==> config.mk <==
export PLATFORM = sky130hd
export DESIGN_NAME = uart_rx_top
export DESIGN_NICKNAME = d
export VERILOG_FILES = /design/src/hdl/uart_rx_pkg.sv /design/src/hdl/uart_rx_top.sv /design/src/hdl/rx_host_port.sv /design/src/hdl/rx_char_buffer.sv /design/src/hdl/rx_deserializer.sv
export SDC_FILE = /design/constraint.sdc
export NUM_CORES = 1
export LEC_CHECK = 0
export BUFFER_PORTS_ARGS = -buffer_cell sky130_fd_sc_hd__buf_2
export CAP_MARGIN = 10
export CORE_MARGIN = 1
export CORE_UTILIZATION = 55
export CTS_BUF_LIST = sky130_fd_sc_hd__clkbuf_8 sky130_fd_sc_hd__clkbuf_16
export DETAILED_ROUTE_END_ITERATION = 6
export MAX_ROUTING_LAYER = met4
export PLACE_DENSITY = 0.73
export SYNTH_ARGS = -nofsm -noshare
export SYNTH_HDL_FRONTEND = slang
export SYNTH_HIERARCHICAL = 1
export SYNTH_SLANG_ARGS = --single-unit
==> constraint.sdc <==
create_clock -name clk -period 2.5 [get_ports clk]
set_input_delay 0.375 -clock clk [delete_from_list [all_inputs] [get_ports clk]]
set_output_delay 0.375 -clock clk [all_outputs]
set_load 0.005 [all_outputs]
==> src/hdl/uart_rx_pkg.sv <==
/* uart receiver types and constants */
`default_nettype none

package uart_rx_pkg;

  // ------------------------------
  // frame format
  // ------------------------------
  typedef struct packed {
    logic bit8;        // 1: 8 data bits, 0: 7 data bits
    logic parity_en;   // parity bit follows the data
    logic odd_n_even;  // 1: odd parity, 0: even
  } frame_cfg_t;

  localparam int DATA_W = 8;  // width of the data field

  // ------------------------------
  // received character record
  // ------------------------------
  typedef struct packed {
    logic [DATA_W-1:0] data;  // msb reads 0 for 7-bit frames
    logic              parity_err;
    logic              framing_err;
  } rx_char_t;

  // ------------------------------
  // bit timing
  // ------------------------------

  // baud ticks per serial bit
  localparam int TICKS_PER_BIT = 16;

  // low ticks that put us at the middle of the start bit
  localparam int START_MID_TICKS = 8;

endpackage

`default_nettype wire
==> src/hdl/uart_rx_top.sv <==
/* uart receiver top */
`default_nettype none
`timescale 1ns/1ns

module uart_rx_top #(
  parameter int FIFO_DEPTH = 4
) (
  input  wire logic                    clk,
  input  wire logic                    aresetn,
  input  wire logic                    baud_tick,
  input  wire logic                    rx,
  input  wire uart_rx_pkg::frame_cfg_t cfg,           // hold stable between frames
  input  wire logic                    read_rx_byte,
  input  wire logic                    clear_errors,
  output uart_rx_pkg::rx_char_t        rx_char,
  output logic                         receive_full,  // buffer holds a character
  output logic                         overflow,
  output logic                         parity_err,
  output logic                         framing_err
);
  import uart_rx_pkg::*;

  logic     char_wr;
  rx_char_t char_in;
  rx_char_t head;
  logic     ovf_pulse;
  logic     pop;

  rx_deserializer u_deser (
    .clk       (clk),
    .aresetn   (aresetn),
    .baud_tick (baud_tick),
    .rx        (rx),
    .cfg       (cfg),
    .char_wr   (char_wr),
    .char_in   (char_in)
  );

  rx_char_buffer #(
    .FIFO_DEPTH (FIFO_DEPTH)
  ) u_buf (
    .clk       (clk),
    .aresetn   (aresetn),
    .char_wr   (char_wr),
    .char_in   (char_in),
    .pop       (pop),
    .not_empty (receive_full),
    .head      (head),
    .ovf_pulse (ovf_pulse)
  );

  rx_host_port u_host (
    .clk          (clk),
    .aresetn      (aresetn),
    .read_rx_byte (read_rx_byte),
    .clear_errors (clear_errors),
    .not_empty    (receive_full),
    .head         (head),
    .ovf_pulse    (ovf_pulse),
    .pop          (pop),
    .rx_char      (rx_char),
    .overflow     (overflow),
    .parity_err   (parity_err),
    .framing_err  (framing_err)
  );

endmodule

`default_nettype wire

==> src/hdl/rx_host_port.sv <==
/* host read port */
`default_nettype none
`timescale 1ns/1ns

module rx_host_port (
  input  wire logic                  clk,
  input  wire logic                  aresetn,
  input  wire logic                  read_rx_byte,
  input  wire logic                  clear_errors,
  input  wire logic                  not_empty,
  input  wire uart_rx_pkg::rx_char_t head,
  input  wire logic                  ovf_pulse,
  output logic                       pop,
  output uart_rx_pkg::rx_char_t      rx_char,
  output logic                       overflow,
  output logic                       parity_err,
  output logic                       framing_err
);

  // a read with nothing buffered is ignored
  assign pop = read_rx_byte && not_empty;

  // ------------------------------
  // read register
  // ------------------------------
  always_ff @(posedge clk or negedge aresetn)
  begin
    if (!aresetn)
    begin
      rx_char <= '0;
    end
    else if (pop)
    begin
      rx_char <= head;
    end
  end

  // ------------------------------
  // sticky error flags
  // ------------------------------
  always_ff @(posedge clk or negedge aresetn)
  begin
    if (!aresetn)
    begin
      overflow    <= 1'b0;
      parity_err  <= 1'b0;
      framing_err <= 1'b0;
    end
    else
    begin
      // set beats clear
      if (ovf_pulse)
        overflow <= 1'b1;
      else if (clear_errors)
        overflow <= 1'b0;

      if (pop && head.parity_err)
        parity_err <= 1'b1;
      else if (clear_errors)
        parity_err <= 1'b0;

      if (pop && head.framing_err)
        framing_err <= 1'b1;
      else if (clear_errors)
        framing_err <= 1'b0;
    end
  end

endmodule

`default_nettype wire

==> src/hdl/rx_char_buffer.sv <==
/* received character FIFO */
`default_nettype none
`timescale 1ns/1ns

module rx_char_buffer #(
  parameter int FIFO_DEPTH = 4  // power of two, 2 or more
) (
  input  wire logic                  clk,
  input  wire logic                  aresetn,
  input  wire logic                  char_wr,
  input  wire uart_rx_pkg::rx_char_t char_in,
  input  wire logic                  pop,
  output logic                       not_empty,
  output uart_rx_pkg::rx_char_t      head,
  output logic                       ovf_pulse
);
  import uart_rx_pkg::*;

  localparam int AW = $clog2(FIFO_DEPTH);

  rx_char_t      mem [FIFO_DEPTH];
  logic [AW-1:0] wr_ptr;
  logic [AW-1:0] rd_ptr;
  logic [AW:0]   count;    // one bit wider than the pointers
  logic          full;
  logic          do_wr;

  assign full      = (count == (AW + 1)'(FIFO_DEPTH));
  assign do_wr     = char_wr && !full;  // full drops the character
  assign not_empty = (count != '0);
  assign head      = mem[rd_ptr];

  // ------------------------------
  // storage
  // ------------------------------
  always_ff @(posedge clk)
  begin
    if (do_wr)
    begin
      mem[wr_ptr] <= char_in;
    end
  end

  // ------------------------------
  // pointers and occupancy
  // ------------------------------
  always_ff @(posedge clk or negedge aresetn)
  begin
    if (!aresetn)
    begin
      wr_ptr    <= '0;
      rd_ptr    <= '0;
      count     <= '0;
      ovf_pulse <= 1'b0;
    end
    else
    begin
      ovf_pulse <= char_wr && full;
      if (do_wr)
      begin
        wr_ptr <= wr_ptr + 1'b1;  // wraps at the power of two
      end
      if (pop)
      begin
        rd_ptr <= rd_ptr + 1'b1;
      end
      case ({do_wr, pop})
        2'b10:   count <= count + 1'b1;
        2'b01:   count <= count - 1'b1;
        default: count <= count;  // both or neither
      endcase
    end
  end

endmodule

`default_nettype wire

==> src/hdl/rx_deserializer.sv <==
/* uart frame deserializer */
`default_nettype none
`timescale 1ns/1ns

module rx_deserializer (
  input  wire logic                    clk,
  input  wire logic                    aresetn,
  input  wire logic                    baud_tick,  // 16x oversampling strobe
  input  wire logic                    rx,
  input  wire uart_rx_pkg::frame_cfg_t cfg,
  output logic                         char_wr,
  output uart_rx_pkg::rx_char_t        char_in
);
  import uart_rx_pkg::*;

  localparam int TCNT_W = $clog2(TICKS_PER_BIT);
  localparam int BCNT_W = $clog2(DATA_W);

  typedef enum logic [1:0] {
    ST_IDLE,
    ST_DATA,
    ST_PARITY,
    ST_STOP
  } rx_state_t;

  logic [2:0]        samples;      // last three line samples
  logic              rx_filtered;
  rx_state_t         state;
  logic [TCNT_W-1:0] tick_cnt;
  logic [BCNT_W-1:0] bit_cnt;      // index of the data bit being taken
  logic [DATA_W-1:0] shift;
  logic              par_acc;      // running xor of data bits
  logic              par_err_q;
  logic              armed;        // line seen high since last frame
  logic              start_found;
  logic              bit_end;
  logic              sample;
  logic              last_data;
  logic [DATA_W-1:0] data_aligned;

  // ------------------------------
  // majority filter
  // ------------------------------
  always_ff @(posedge clk or negedge aresetn)
  begin
    if (!aresetn)
    begin
      samples <= 3'b111;  // idle line level
    end
    else if (baud_tick)
    begin
      samples <= {rx, samples[2:1]};
    end
  end

  // two out of three wins
  assign rx_filtered = (samples[0] & samples[1]) |
                       (samples[1] & samples[2]) |
                       (samples[0] & samples[2]);

  // ------------------------------
  // bit timing
  // ------------------------------
  assign start_found = (state == ST_IDLE) && !rx_filtered && armed &&
                       (tick_cnt == TCNT_W'(START_MID_TICKS - 1));
  assign bit_end     = (state != ST_IDLE) &&
                       (tick_cnt == TCNT_W'(TICKS_PER_BIT - 1));
  assign sample      = baud_tick && bit_end;  // middle of a bit

  always_ff @(posedge clk or negedge aresetn)
  begin
    if (!aresetn)
    begin
      tick_cnt <= '0;
    end
    else if (baud_tick)
    begin
      if (state == ST_IDLE)
      begin
        // count consecutive low ticks only
        if (rx_filtered || !armed || start_found)
        begin
          tick_cnt <= '0;
        end
        else
        begin
          tick_cnt <= tick_cnt + 1'b1;
        end
      end
      else if (bit_end)
      begin
        tick_cnt <= '0;
      end
      else
      begin
        tick_cnt <= tick_cnt + 1'b1;
      end
    end
  end

  // ------------------------------
  // frame state machine
  // ------------------------------
  assign last_data = (bit_cnt == (cfg.bit8 ? BCNT_W'(DATA_W - 1) : BCNT_W'(DATA_W - 2)));

  always_ff @(posedge clk or negedge aresetn)
  begin
    if (!aresetn)
    begin
      state     <= ST_IDLE;
      bit_cnt   <= '0;
      par_acc   <= 1'b0;
      par_err_q <= 1'b0;
      armed     <= 1'b0;
      char_wr   <= 1'b0;
    end
    else
    begin
      char_wr <= 1'b0;
      if (baud_tick)
      begin
        case (state)
          ST_IDLE:
          begin
            if (rx_filtered)
            begin
              armed <= 1'b1;
            end
            if (start_found)
            begin
              state     <= ST_DATA;
              bit_cnt   <= '0;
              par_acc   <= 1'b0;
              par_err_q <= 1'b0;  // stays 0 without parity
            end
          end
          ST_DATA:
          begin
            if (bit_end)
            begin
              par_acc <= par_acc ^ rx_filtered;
              if (last_data)
              begin
                state <= cfg.parity_en ? ST_PARITY : ST_STOP;
              end
              else
              begin
                bit_cnt <= bit_cnt + 1'b1;
              end
            end
          end
          ST_PARITY:
          begin
            if (bit_end)
            begin
              // expected bit is par_acc, inverted for odd parity
              par_err_q <= rx_filtered ^ par_acc ^ cfg.odd_n_even;
              state     <= ST_STOP;
            end
          end
          ST_STOP:
          begin
            if (bit_end)
            begin
              char_wr <= 1'b1;
              armed   <= 1'b0;  // a low stop must go high before a new start
              state   <= ST_IDLE;
            end
          end
          default:
          begin
            state <= ST_IDLE;
          end
        endcase
      end
    end
  end

  // ------------------------------
  // shift register and output word
  // ------------------------------
  always_ff @(posedge clk)
  begin
    if (sample && (state == ST_DATA))
    begin
      shift <= {rx_filtered, shift[DATA_W-1:1]};  // lsb first
    end
  end

  // 7-bit frames end up one place high
  assign data_aligned = cfg.bit8 ? shift : {1'b0, shift[DATA_W-1:1]};

  always_ff @(posedge clk)
  begin
    if (sample && (state == ST_STOP))
    begin
      char_in.data        <= data_aligned;
      char_in.parity_err  <= par_err_q;
      char_in.framing_err <= ~rx_filtered;  // stop bit must be high
    end
  end

endmodule

`default_nettype wire

Word level (Yosys, flattened, before mapping)

Memory sizes are Yosys's and may differ from the RTL's.
Index checks and enable logic that the tools add are counted.

Reductions and logical operators: 32
Add/subtract/negate cells: 6
Multiplexer cells: 34
Bitwise gates (word level): 8
Eq/ne operators: 16

Operator list:

| cell                                                  | number |
|---|---|
| 2-to-1 mux 1 bit                                      | 16 |
| nonzero test 2 bit                                    | 8 |
| logical AND 1 bit                                     | 12 |
| 2-to-1 mux 4 bit                                      | 3 |
| inequality test 2 x 1 -> 1 bit, second input constant | 6 |
| case mux 3 bit (2 select lines)                       | 2 |
| AND reduction 4 bit                                   | 3 |
| 2-to-1 mux 2 bit                                      | 5 |
| 2-to-1 mux 3 bit                                      | 3 |
| case mux 2 bit (4 select lines)                       | 1 |
| 2-to-1 mux 7 bit                                      | 1 |
| adder 3 x 1 -> 3 bit, second input constant           | 2 |
| == test 2 bit, second input constant                  | 3 |
| case mux 1 bit (2 select lines)                       | 3 |
| AND reduction 6 bit                                   | 1 |
| AND reduction 5 bit                                   | 1 |
| adder 2 x 1 -> 2 bit, second input constant           | 2 |
| adder 4 x 1 -> 4 bit, second input constant           | 1 |
| == test 2 x 1 -> 1 bit, second input constant         | 2 |
| == test 4 x 3 -> 1 bit, second input constant         | 1 |
| == test 4 bit, second input constant                  | 1 |
| bitwise AND 1 bit                                     | 3 |
| == test 3 bit                                         | 1 |
| == test 3 bit, second input constant                  | 1 |
| other kinds (9)                                       | 14 |

Input bits: 9
Register bits: 55
Logic and storage cells: 120
Memory bits (writable): 40
Output and inout bits: 14
Memories kept: 1

Memories:

| memory    | depth | bits a word | rd ports | clocked after Yosys merged registers in | wr ports | line                 | RTL |
|---|---|---|---|---|---|---|---|
| u_buf.mem | 4     | 10          | 1        | 0                                       | 1        | rx_char_buffer.sv:21 | `rx_char_t mem [FIFO_DEPTH];` |

Longest topological paths before layout

Gate-level depths: netlist of the first run.

Depth after elaboration: 10
Gate-level depth with buffers: 9
Gate-level depth less buffers: 8

Hierarchy

The synthesis of the first run kept the hierarchy.

By module, submodules not included:

| module          | seq. area each (um^2) | cells an instance | times used | area an instance (um^2) |
|---|---|---|---|---|
| rx_char_buffer  | 1401.3                | 87                | 1          | 1879.3 |
| rx_deserializer | 944.7                 | 123               | 1          | 1626.6 |
| rx_host_port    | 325.3                 | 30                | 1          | 524.3 |

Worst setup path before layout of the first run

OpenSTA, ideal clock, no wires.

Path kind: reg2reg
From: reg u_buf.count[0]
To: reg u_buf.count[2]
Setup time: 125 ps
Arrival: 2111 ps
Period minus slack after synthesis: 2236 ps
Path slack: 264 ps
Required time: 2375 ps
Cell stages (with the launch flop): 10
Path buffers: 1
Cell sequence: dfrtp_1 or3_1 nand2_2 buf_6 inv_1 ha_1 fa_1 xnor2_1 nor2_1 xor2_1

Elaborated cells on any way between the ends: 11
Classes of those cells: add/sub: 2; eq/ne: 3; mux: 1; reduce/logical: 5

RTL lines:

| item                                                                  | line                 | RTL |
|---|---|---|
| from (decl)                                                           | rx_char_buffer.sv:24 | `logic [AW:0] count;` |
| from (signal assigned)                                                | rx_char_buffer.sv:68 | `2'b10: count <= count + 1'b1;` |
| from (signal assigned)                                                | rx_char_buffer.sv:69 | `2'b01: count <= count - 1'b1;` |
| from (signal assigned)                                                | rx_char_buffer.sv:70 | `default: count <= count;` |
| nonzero test 3 bit (*)                                                | rx_char_buffer.sv:30 | `assign not_empty = (count != '0);` |
| named net receive_full                                                | uart_rx_top.sv:16    | `output logic receive_full,` |
| logical AND 1 bit (*)                                                 | rx_host_port.sv:21   | `assign pop = read_rx_byte && not_empty;` |
| named net pop                                                         | uart_rx_top.sv:27    | `logic pop;` |
| == test 2 x 1 -> 1 bit or == test 2 bit (tied branches)               | rx_char_buffer.sv:67 | `case ({do_wr, pop})` |
| case mux 3 bit (2 select lines) or nonzero test 2 bit (tied branches) | n/a                  |  |

The timed path passes the listed nets; every way through them passes the cells marked *.
A chain may end at the register's enable or synchronous reset.

Worst setup path after layout of the first run

From: reg u_deser.state[0]
To: reg u_deser.tick_cnt[3]

Cells in the longest elaborated chain, start to end: 7
Elaborated cells on any way between the ends: 10
Classes of those cells: mux: 3; reduce/logical: 7

RTL lines:

| item                           | line                                         | RTL |
|---|---|---|
| from (decl)                    | rx_deserializer.sv:28                        | `rx_state_t state;` |
| from (signal assigned)         | rx_deserializer.sv:144                       | `state <= cfg.parity_en ? ST_PARITY : ST_STOP;` |
| zero test 2 bit                | rx_deserializer.sv:64, rx_deserializer.sv:78 |  |
| logical AND 1 bit (3 in a row) | rx_deserializer.sv:64                        | `assign start_found = (state == ST_IDLE) && !rx_filtered && armed &&` |
| logical OR 1 bit               | rx_deserializer.sv:81                        | `if (rx_filtered \|\| !armed \|\| start_found)` |
| 2-to-1 mux 4 bit               | rx_deserializer.sv:81                        |  |
| 2-to-1 mux 4 bit (*)           | rx_deserializer.sv:78                        | `if (state == ST_IDLE)` |
| to (signal assigned)           | rx_deserializer.sv:87                        | `tick_cnt <= tick_cnt + 1'b1;` |
| to (signal assigned)           | rx_deserializer.sv:96                        | `tick_cnt <= tick_cnt + 1'b1;` |
| to (decl)                      | rx_deserializer.sv:29                        | `logic [TCNT_W-1:0] tick_cnt;` |

Mark *: on every way between the ends. The rest lies on a longest branch, timed or not.

==> results of run 1 <==
routing by layer:
layer  track usage, %  share of wire [%]  wire [um]  up-vias
met5                -                  0          0        -
met4             7.15                1.5         85        0
met2             29.2                 50       2910       31
li1                 -                  -          -      964
met3             5.66                2.9        168       10
met1             21.2                 45       2630      991
cells by family after synthesis:
| family | share of synthesized area, % |
|---|---|
| multiplexers | 14.1 |
| AO/OA/AOI/OAI | 6.77 |
| flip-flops | 66.3 |
| buffers and inverters | 2.48 |
| AND/OR/NAND/NOR | 4.32 |
| adder cells (fa/ha/maj) | 3.91 |
| XOR/XNOR | 2.17 |
state kept, by name, summed over array words and instances (netlist names):
| signal | cells |
|---|---|
| u_deser/samples | 3 |
| u_buf/wr_ptr | 2 |
| u_deser/char_in | 10 |
| u_deser/char_wr | 1 |
| u_deser/armed | 1 |
| u_deser/bit_cnt | 3 |
| u_deser/par_acc | 1 |
| u_buf/count | 3 |
| u_buf/mem | 40 |
| u_host/overflow | 1 |
| u_deser/tick_cnt | 4 |
| u_buf/rd_ptr | 2 |
| u_deser/state | 2 |
| u_host/parity_err | 1 |
| u_host/framing_err | 1 |
| u_deser/par_err_q | 1 |
| u_buf/ovf_pulse | 1 |
| u_host/rx_char | 10 |
| u_deser/shift | 8 |
stage by stage:
step	hold WS, ps	instance area (sq um)	util (%)	total power, W
after floorplan	79.4	4030	-	0.00295
after global placement	409	4250	61.2	0.00320
after detailed placement	419	4250	61.2	0.00325
after CTS	124	4420	63.7	0.00415
after global routing	159	4420	63.7	0.00436
final	99.6	4420	63.7	0.00409
final cells by class:
| type | instances | share of cell area (%) |
|---|---|---|
| Clock buffer | 9 | 2.80 |
| Sequential cell | 95 | 60.4 |
| Timing Repair Buffer | 27 | 3.34 |
| Tap cell | 96 | 2.71 |
| Multi-Input combinational cell | 124 | 28.5 |
| Inverter | 13 | 1.10 |
| Clock inverter | 7 | 1.22 |
power by group through the flow:
| stage | Sequential (W) | Combinational (W) | Clock (W) |
|---|---|---|---|
| after global placement | 0.00209 | 0.00111 | 0 |
| after detailed placement | 0.00210 | 0.00115 | 0 |
| after global routing | 0.00210 | 0.00126 | 0.000996 |
| after floorplan | 0.00205 | 0.000903 | 0 |
| after CTS | 0.00207 | 0.00115 | 0.000936 |
| final | 0.00206 | 0.00113 | 0.000903 |
cell usage after synthesis, drive strengths merged (4+ instances only):
| cell | number | area (sq um) |
|---|---|---|
| a21oi | 5 | 25.0 |
| and2 | 7 | 43.8 |
| buf | 7 | 47.5 |
| dfrtp | 34 | 851 |
| edfxtp | 58 | 1740 |
| ha | 11 | 138 |
| inv | 13 | 48.8 |
| mux2 | 24 | 304 |
| mux4 | 10 | 233 |
| nand2 | 6 | 25.0 |
| nor2 | 6 | 22.5 |
| o21a | 4 | 37.5 |
| o21ai | 7 | 42.5 |
| xnor2 | 8 | 70.1 |
path summary, 6_finish.rpt:
path | cells past startpoint | to
worst max-delay path | 7 | u_deser/tick_cnt[3]$_DFFE_PN0P_
worst min-delay path | 1 | u_host/rx_char[6]$_DFFE_PN0N_
worst max register to register | 7 | u_deser/tick_cnt[3]$_DFFE_PN0P_
worst min register to register | 1 | u_host/overflow$_DFFE_PN0P_
max in group asynchronous | 1 | u_deser/bit_cnt[2]$_DFFE_PN0P_
min in group clk | 2 | u_deser/samples[2]$_DFFE_PN1P_
==> metrics.md, run 1 <==
| Metric | Value |
|---|---|
| Data required, critical path | 2770 ps |
| DRC Markers | 0 |
| Dpl cells | 355 |
| Critical Path Start | u_deser/state[0]$_DFFE_PN0P_ |
| Synth Register Bits | 95 |
| Slew Viols, Final | 0 |
| Pre-Repair DR Iteration Count | 4 |
| Mapped Cells | 240 |
| Buf+Inv Stages, Crit Path | 1 |
| PostCTS Resize Cnt | 0 |
| Die Y | 87.6 um |
| Most common library cell in the layout ignoring fill and taps | edfxtp_1 |
| Clock power share | 22.0% |
| Clk slew on worst S/H paths | 90 ps |
| Number of port buffers | 22 |
| Vias in the first global route | 2018 |
| Final Wtd Congestion | 0.861 |
| Clock buffer depth | 2 |
| H-tree depth | 3 |
| Post-synthesis sequential area ratio | 66.3% |
| Logic gate share of total power | 27.6% |
| Number of antenna violations at the first check in global routing | 0 |
| Starting Density | 58.0% |
| Gr ovfl total | 0 |
| Max incr delay on CP | 450 ps |
| Syn Nets | 261 |
| Psw | 0.00121 W |
| Post-synth EDFFs | 58 |
| WL final | 5.80 mm |
| Most frequent cells in the layout | edfxtp_1 (58), dfrtp_1 (34), buf_2 (22) |
| Dpl hpwl | 4.04 mm |
| Final Hold Viols | 0 |
| Power density cells | 925 nW/um^2 |
| Yosys cell types | 46 |
| Outcome | finished clean |
| Layout net count | 291 |
| DRT iter0 DRCs | 77 |
| LEAKAGE | 1.72 nW |
| Pre-CTS setup slack | 245 ps |
| Final setup margin | 263 ps |
| Slew headroom | 45.0% |
| Net Sw Frac | 29.5% |
| Mapped cell area | 4030 sq um |
| FILL cells | 498 |
| FF/Latch Area | 2670 sq um |
| Synth Flop Type | edfxtp_1 |
| Core Area | 6940 sq um |
| CP top delay family | compound AO/OA/AOI/OAI gates |
| CP Max Fanout | 9 |
| Largest net degree at the start of global routing | 38 |
| Post-route ant nets | 0 |
| Worst Path Arrival | 2510 ps |
| IO Count | 23 |
| Setup Buffers After CTS | 0 |
| Num CTS Buffers | 9 |
| Final setup violation count | 0 |
| All-layer global routing usage | 18.1% |
| FP Rows | 30 |
| Worst-Margin Slew | 825 ps |
| Via count | 1996 |
| First-pass GRT wire length | 9.67 mm |
| Crit-path slowest cell | dfrtp_1 |
| Ys Warns | 6 |
| Clock Tree Root | clkbuf_8 |
| Max Clk Rate | 0.447 GHz |
| Fin Setup TNS | 0 ps |
| Min-Delay Path Class | in2async |
| Antenna Cells | 0 |
| Multi-input gate area | 1260 sq um |
| Setup CP Type | reg2reg |
| Post-synth ARST share | 38.9% |
| Layout cells sized above 1 | 30.5% |
| Tcrit/Tclk final | 89.5% |
| Area Overhead vs Synth | 9.78% |
| Internal power | 0.00289 W |
| Die area | 7670 sq um |
| Unrepaired setup endpoints after global routing | no |
| Post-Route Skew | 6.71 ps |
| Post-layout min period | 2240 ps |
| Avg WL per Cell | 15.6 um |
| Critical path launch point type | flip-flop |
| Post-Layout Cell Count | 371 |
| Crit path cell chain | inv_1 -> ha_1 -> o21a_1 -> a221oi_4 -> o21ai_0 -> or3_1 -> o221ai_1 |
| Hold-fix buffer count after cts | 0 |
| CTS tree | done |
| Crit end category | flip-flop |
| Setup slack, reg-to-reg | 260 ps |
| Worst skew pair latency | 360 ps |
| Startpoint of the worst-slack reg-to-reg timing path | u_deser/state[0]$_DFFE_PN0P_ |
| Sequential power share | 50.4% |
| Vias per inst | 5.38 |
| Max Cap Viol | 0 |
| Max IR drop VDD | 0.441 mV |
| Clock sink count | 95 |
| Chip Width | 87.6 um |
| Synth Area per Inst | 16.8 sq um |
No activity file was read; power rests on OpenSTA's default activity.
==> inputs of run 2 (changes only) <==
--- a/config.mk
+++ b/config.mk
@@ -11,6 +11,7 @@
 export CORE_UTILIZATION = 55
 export CTS_BUF_LIST = sky130_fd_sc_hd__clkbuf_8 sky130_fd_sc_hd__clkbuf_16
 export DETAILED_ROUTE_END_ITERATION = 6
+export GPL_TIMING_DRIVEN = 0
 export MAX_ROUTING_LAYER = met4
 export PLACE_DENSITY = 0.73
 export SYNTH_ARGS = -nofsm -noshare
==> metrics.md, run 2 (synthesis gave the netlist of run 1 again) <==
| Metric | Value |
|---|---|
| Outcome | finished clean |
| Max Clk Rate | 0.429 GHz (-4.0%) |
| Max reg flops | 40 (unchanged) |
| Max Cap Viol | 0 (unchanged) |
| Most common library cell in the layout ignoring fill and taps | edfxtp_1 |
| Sequential power share | 49.2% (-1.2 points) |
| Tightest hold margin | 96.4 ps (-3.21 ps) |
| Met3 Track Usage GR | 3.96% (-1.7 points) |
| All-layer global routing usage | 17.9% (-0.15 points) |
| Worst-Margin Slew | 819 ps (-5.14 ps) |
| Largest regs | u_buf/mem: 40 flops, u_deser/char_in: 10 flops, u_host/rx_char: 10 flops |
| RR Endpoint | u_buf/count[2]$_DFFE_PN0P_ |
| Clock buffer depth | 2 (unchanged) |
| Hold-fix buffer count after cts | 0 (unchanged) |
| FP Rows | 30 (unchanged) |
| Setup Buffers After CTS | 0 (unchanged) |
| Net Sw Frac | 29.7% (+0.16 points) |
| Max IR drop VDD | 0.394 mV (-11%) |
| Via count | 2012 (+0.80%) |
| Clock Tree Root | clkbuf_8 |
| Setup slack, reg-to-reg | 170 ps (-90 ps) |
| M2 GR Usage | 28.3% (-0.85 points) |
| Die Y | 87.6 um (unchanged) |
| Pre-Repair DR Iteration Count | 4 (unchanged) |
| Clock power share | 22.6% (+0.6 points) |
| Cells on worst reg2reg path | 9 (+2) |
| Slew Viols, Final | 0 (unchanged) |
| Setup CP Type | reg2reg |
| Gr ovfl total | 0 (unchanged) |
| Internal power | 0.00291 W (+0.80%) |
| DRC Markers | 0 (unchanged) |
| Unrepaired setup endpoints after global routing | no |
| Final setup violation count | 0 (unchanged) |
| Post-Route Skew | 9.68 ps (+2.97 ps) |
| Crit end category | flip-flop |
| Min-Delay Path Class | in2async |
| Starting Density | 58.0% (unchanged) |
| LEAKAGE | 1.72 nW (about the same) |
| Layout cells sized above 1 | 31.9% (+1.3 points) |
| H-tree depth | 3 (unchanged) |
| Avg WL per Cell | 15.4 um (-1.2%) |
| Dpl hpwl | 4.02 mm (-0.62%) |
| WL final | 5.75 mm (-0.91%) |
| CP Max Fanout | 10 (+1) |
| Number of antenna violations at the first check in global routing | 0 (unchanged) |
| Final setup margin | 171 ps (-92.2 ps) |
| Clock sink count | 95 (unchanged) |
| Vias in the first global route | 2014 (-0.20%) |
| Psw | 0.00123 W (+1.6%) |
| Post-route ant nets | 0 (unchanged) |
| Pre-CTS setup slack | -17.9 ps (-263 ps) |
| Post-layout min period | 2330 ps (+92.2 ps) |
| Tcrit/Tclk final | 93.2% (+3.7 points) |
| Final Wtd Congestion | 0.819 (-4.9%) |
| Largest net degree at the start of global routing | 38 (unchanged) |
| Data required, critical path | 2790 ps (+20 ps) |
| IO Count | 23 (unchanged) |
| Clk slew on worst S/H paths | 100 ps (about the same) |
| Most frequent cells in the layout | edfxtp_1 (58), dfrtp_1 (34), buf_2 (25) |
| Slew headroom | 45.4% (+0.34 points) |
| Logic gate share of total power | 28.3% (+0.7 points) |
| Core Area | 6940 sq um (unchanged) |
| PostCTS Resize Cnt | 1 (+1) |
| Number of port buffers | 20 (-9.1%) |
| Fin Setup TNS | 0 ps (unchanged) |
| Vias per inst | 5.41 (+0.53%) |
| Area Overhead vs Synth | 10.4% |
| GR Layer Usage met1 | 22.7% (+1.5 points) |
| First-pass GRT wire length | 9.69 mm (+0.22%) |
| Num CTS Buffers | 9 (unchanged) |
| Biggest register | u_buf/mem |
| Startpoint of the worst-slack reg-to-reg timing path | u_buf/count[0]$_DFFE_PN0P_ |
| Antenna Cells | 0 (unchanged) |
| Worst skew pair latency | 360 ps (about the same) |
| Worst Path Arrival | 2620 ps (+110 ps) |
| DRT iter0 DRCs | 74 (-3.9%) |
| Critical path launch point type | flip-flop |
| Chip Width | 87.6 um (unchanged) |
| Global-route layer with the greatest usage | met2 |
| Die area | 7670 sq um (unchanged) |
| Layout net count | 292 (+0.34%) |
| CTS tree | done |
| Power density cells | 930 nW/um^2 (+0.49%) |
| Final Hold Viols | 0 (unchanged) |
[run 2: cell count changes in the layout (fill, tap and decap cells not counted), moves of 2 or more]
| cell | before | now |
|---|---|---|
| buf_4 | 5 | 0 |
| buf_2 | 22 | 25 |
| buf_6 | 0 | 2 |
| inv_4 | 2 | 0 |
[run 2: power by group through the flow]
stage               sequential (W)  clock [W]  combinational (W)
floorplan                  0.00205          0           0.000903
global placement           0.00206          0            0.00115
detailed placement         0.00207          0            0.00118
CTS                        0.00203   0.000967            0.00118
global route               0.00207    0.00103            0.00130
finish                     0.00203   0.000933            0.00117
[run 2: per-layer routing]
layer	wire length, um	part of all wire [%]
met2	2860	50
met5	0	0
met1	2640	46
met4	58	1.0
met3	182	3.2
[run 2: final cells by class]
type | count | area [sq um]
buffer | 8 | 51.3
clock buffer | 9 | 124
clock inverter | 7 | 62.6
fill | 512 | 2500
inverter | 13 | 48.8
multi-input combinational | 124 | 1270
sequential | 95 | 2670
tap | 96 | 120
timing repair buffer | 20 | 100
[run 2: critical path, stage by stage (launching register included)]
cell and delay [ps]:
dfrtp_1 450, or3_4 430, nand2_2 90, buf_6 170
inv_1 100, ha_1 240, fa_1 380, xnor2_1 130
nor2_1 110, xor2_1 140
[run 2: worst max-delay path by stage]
stage                            startpoint                          to  depth (start not counted)
2_1_floorplan    u_buf/count[0]$_DFFE_PN0P_  u_buf/count[2]$_DFFE_PN0P_                          9
3_3_place_gp   u_deser/state[0]$_DFFE_PN0P_  u_deser/shift[4]$_DFFE_PP_                          5
3_5_place_dp   u_deser/state[0]$_DFFE_PN0P_  u_deser/shift[3]$_DFFE_PP_                          5
4_1_cts          u_buf/count[0]$_DFFE_PN0P_  u_buf/count[2]$_DFFE_PN0P_                          9
5_1_grt          u_buf/count[0]$_DFFE_PN0P_  u_buf/count[2]$_DFFE_PN0P_                          9
6_report         u_buf/count[0]$_DFFE_PN0P_  u_buf/count[2]$_DFFE_PN0P_                          9
[run 2: per-stage QoR]
| stage | cells | utilization, % | total power [W] | instance area [sq um] |
|---|---|---|---|---|
| final | 372 | 64.1 | 0.00414 | 4450 |
| after global routing | 372 | 64.1 | 0.00440 | 4450 |
| after CTS | 372 | 64.0 | 0.00419 | 4440 |
| after detailed placement | 356 | 61.2 | 0.00325 | 4250 |
| after global placement | 356 | 61.2 | 0.00321 | 4250 |
| after floorplan | 240 | - | 0.00295 | 4030 |
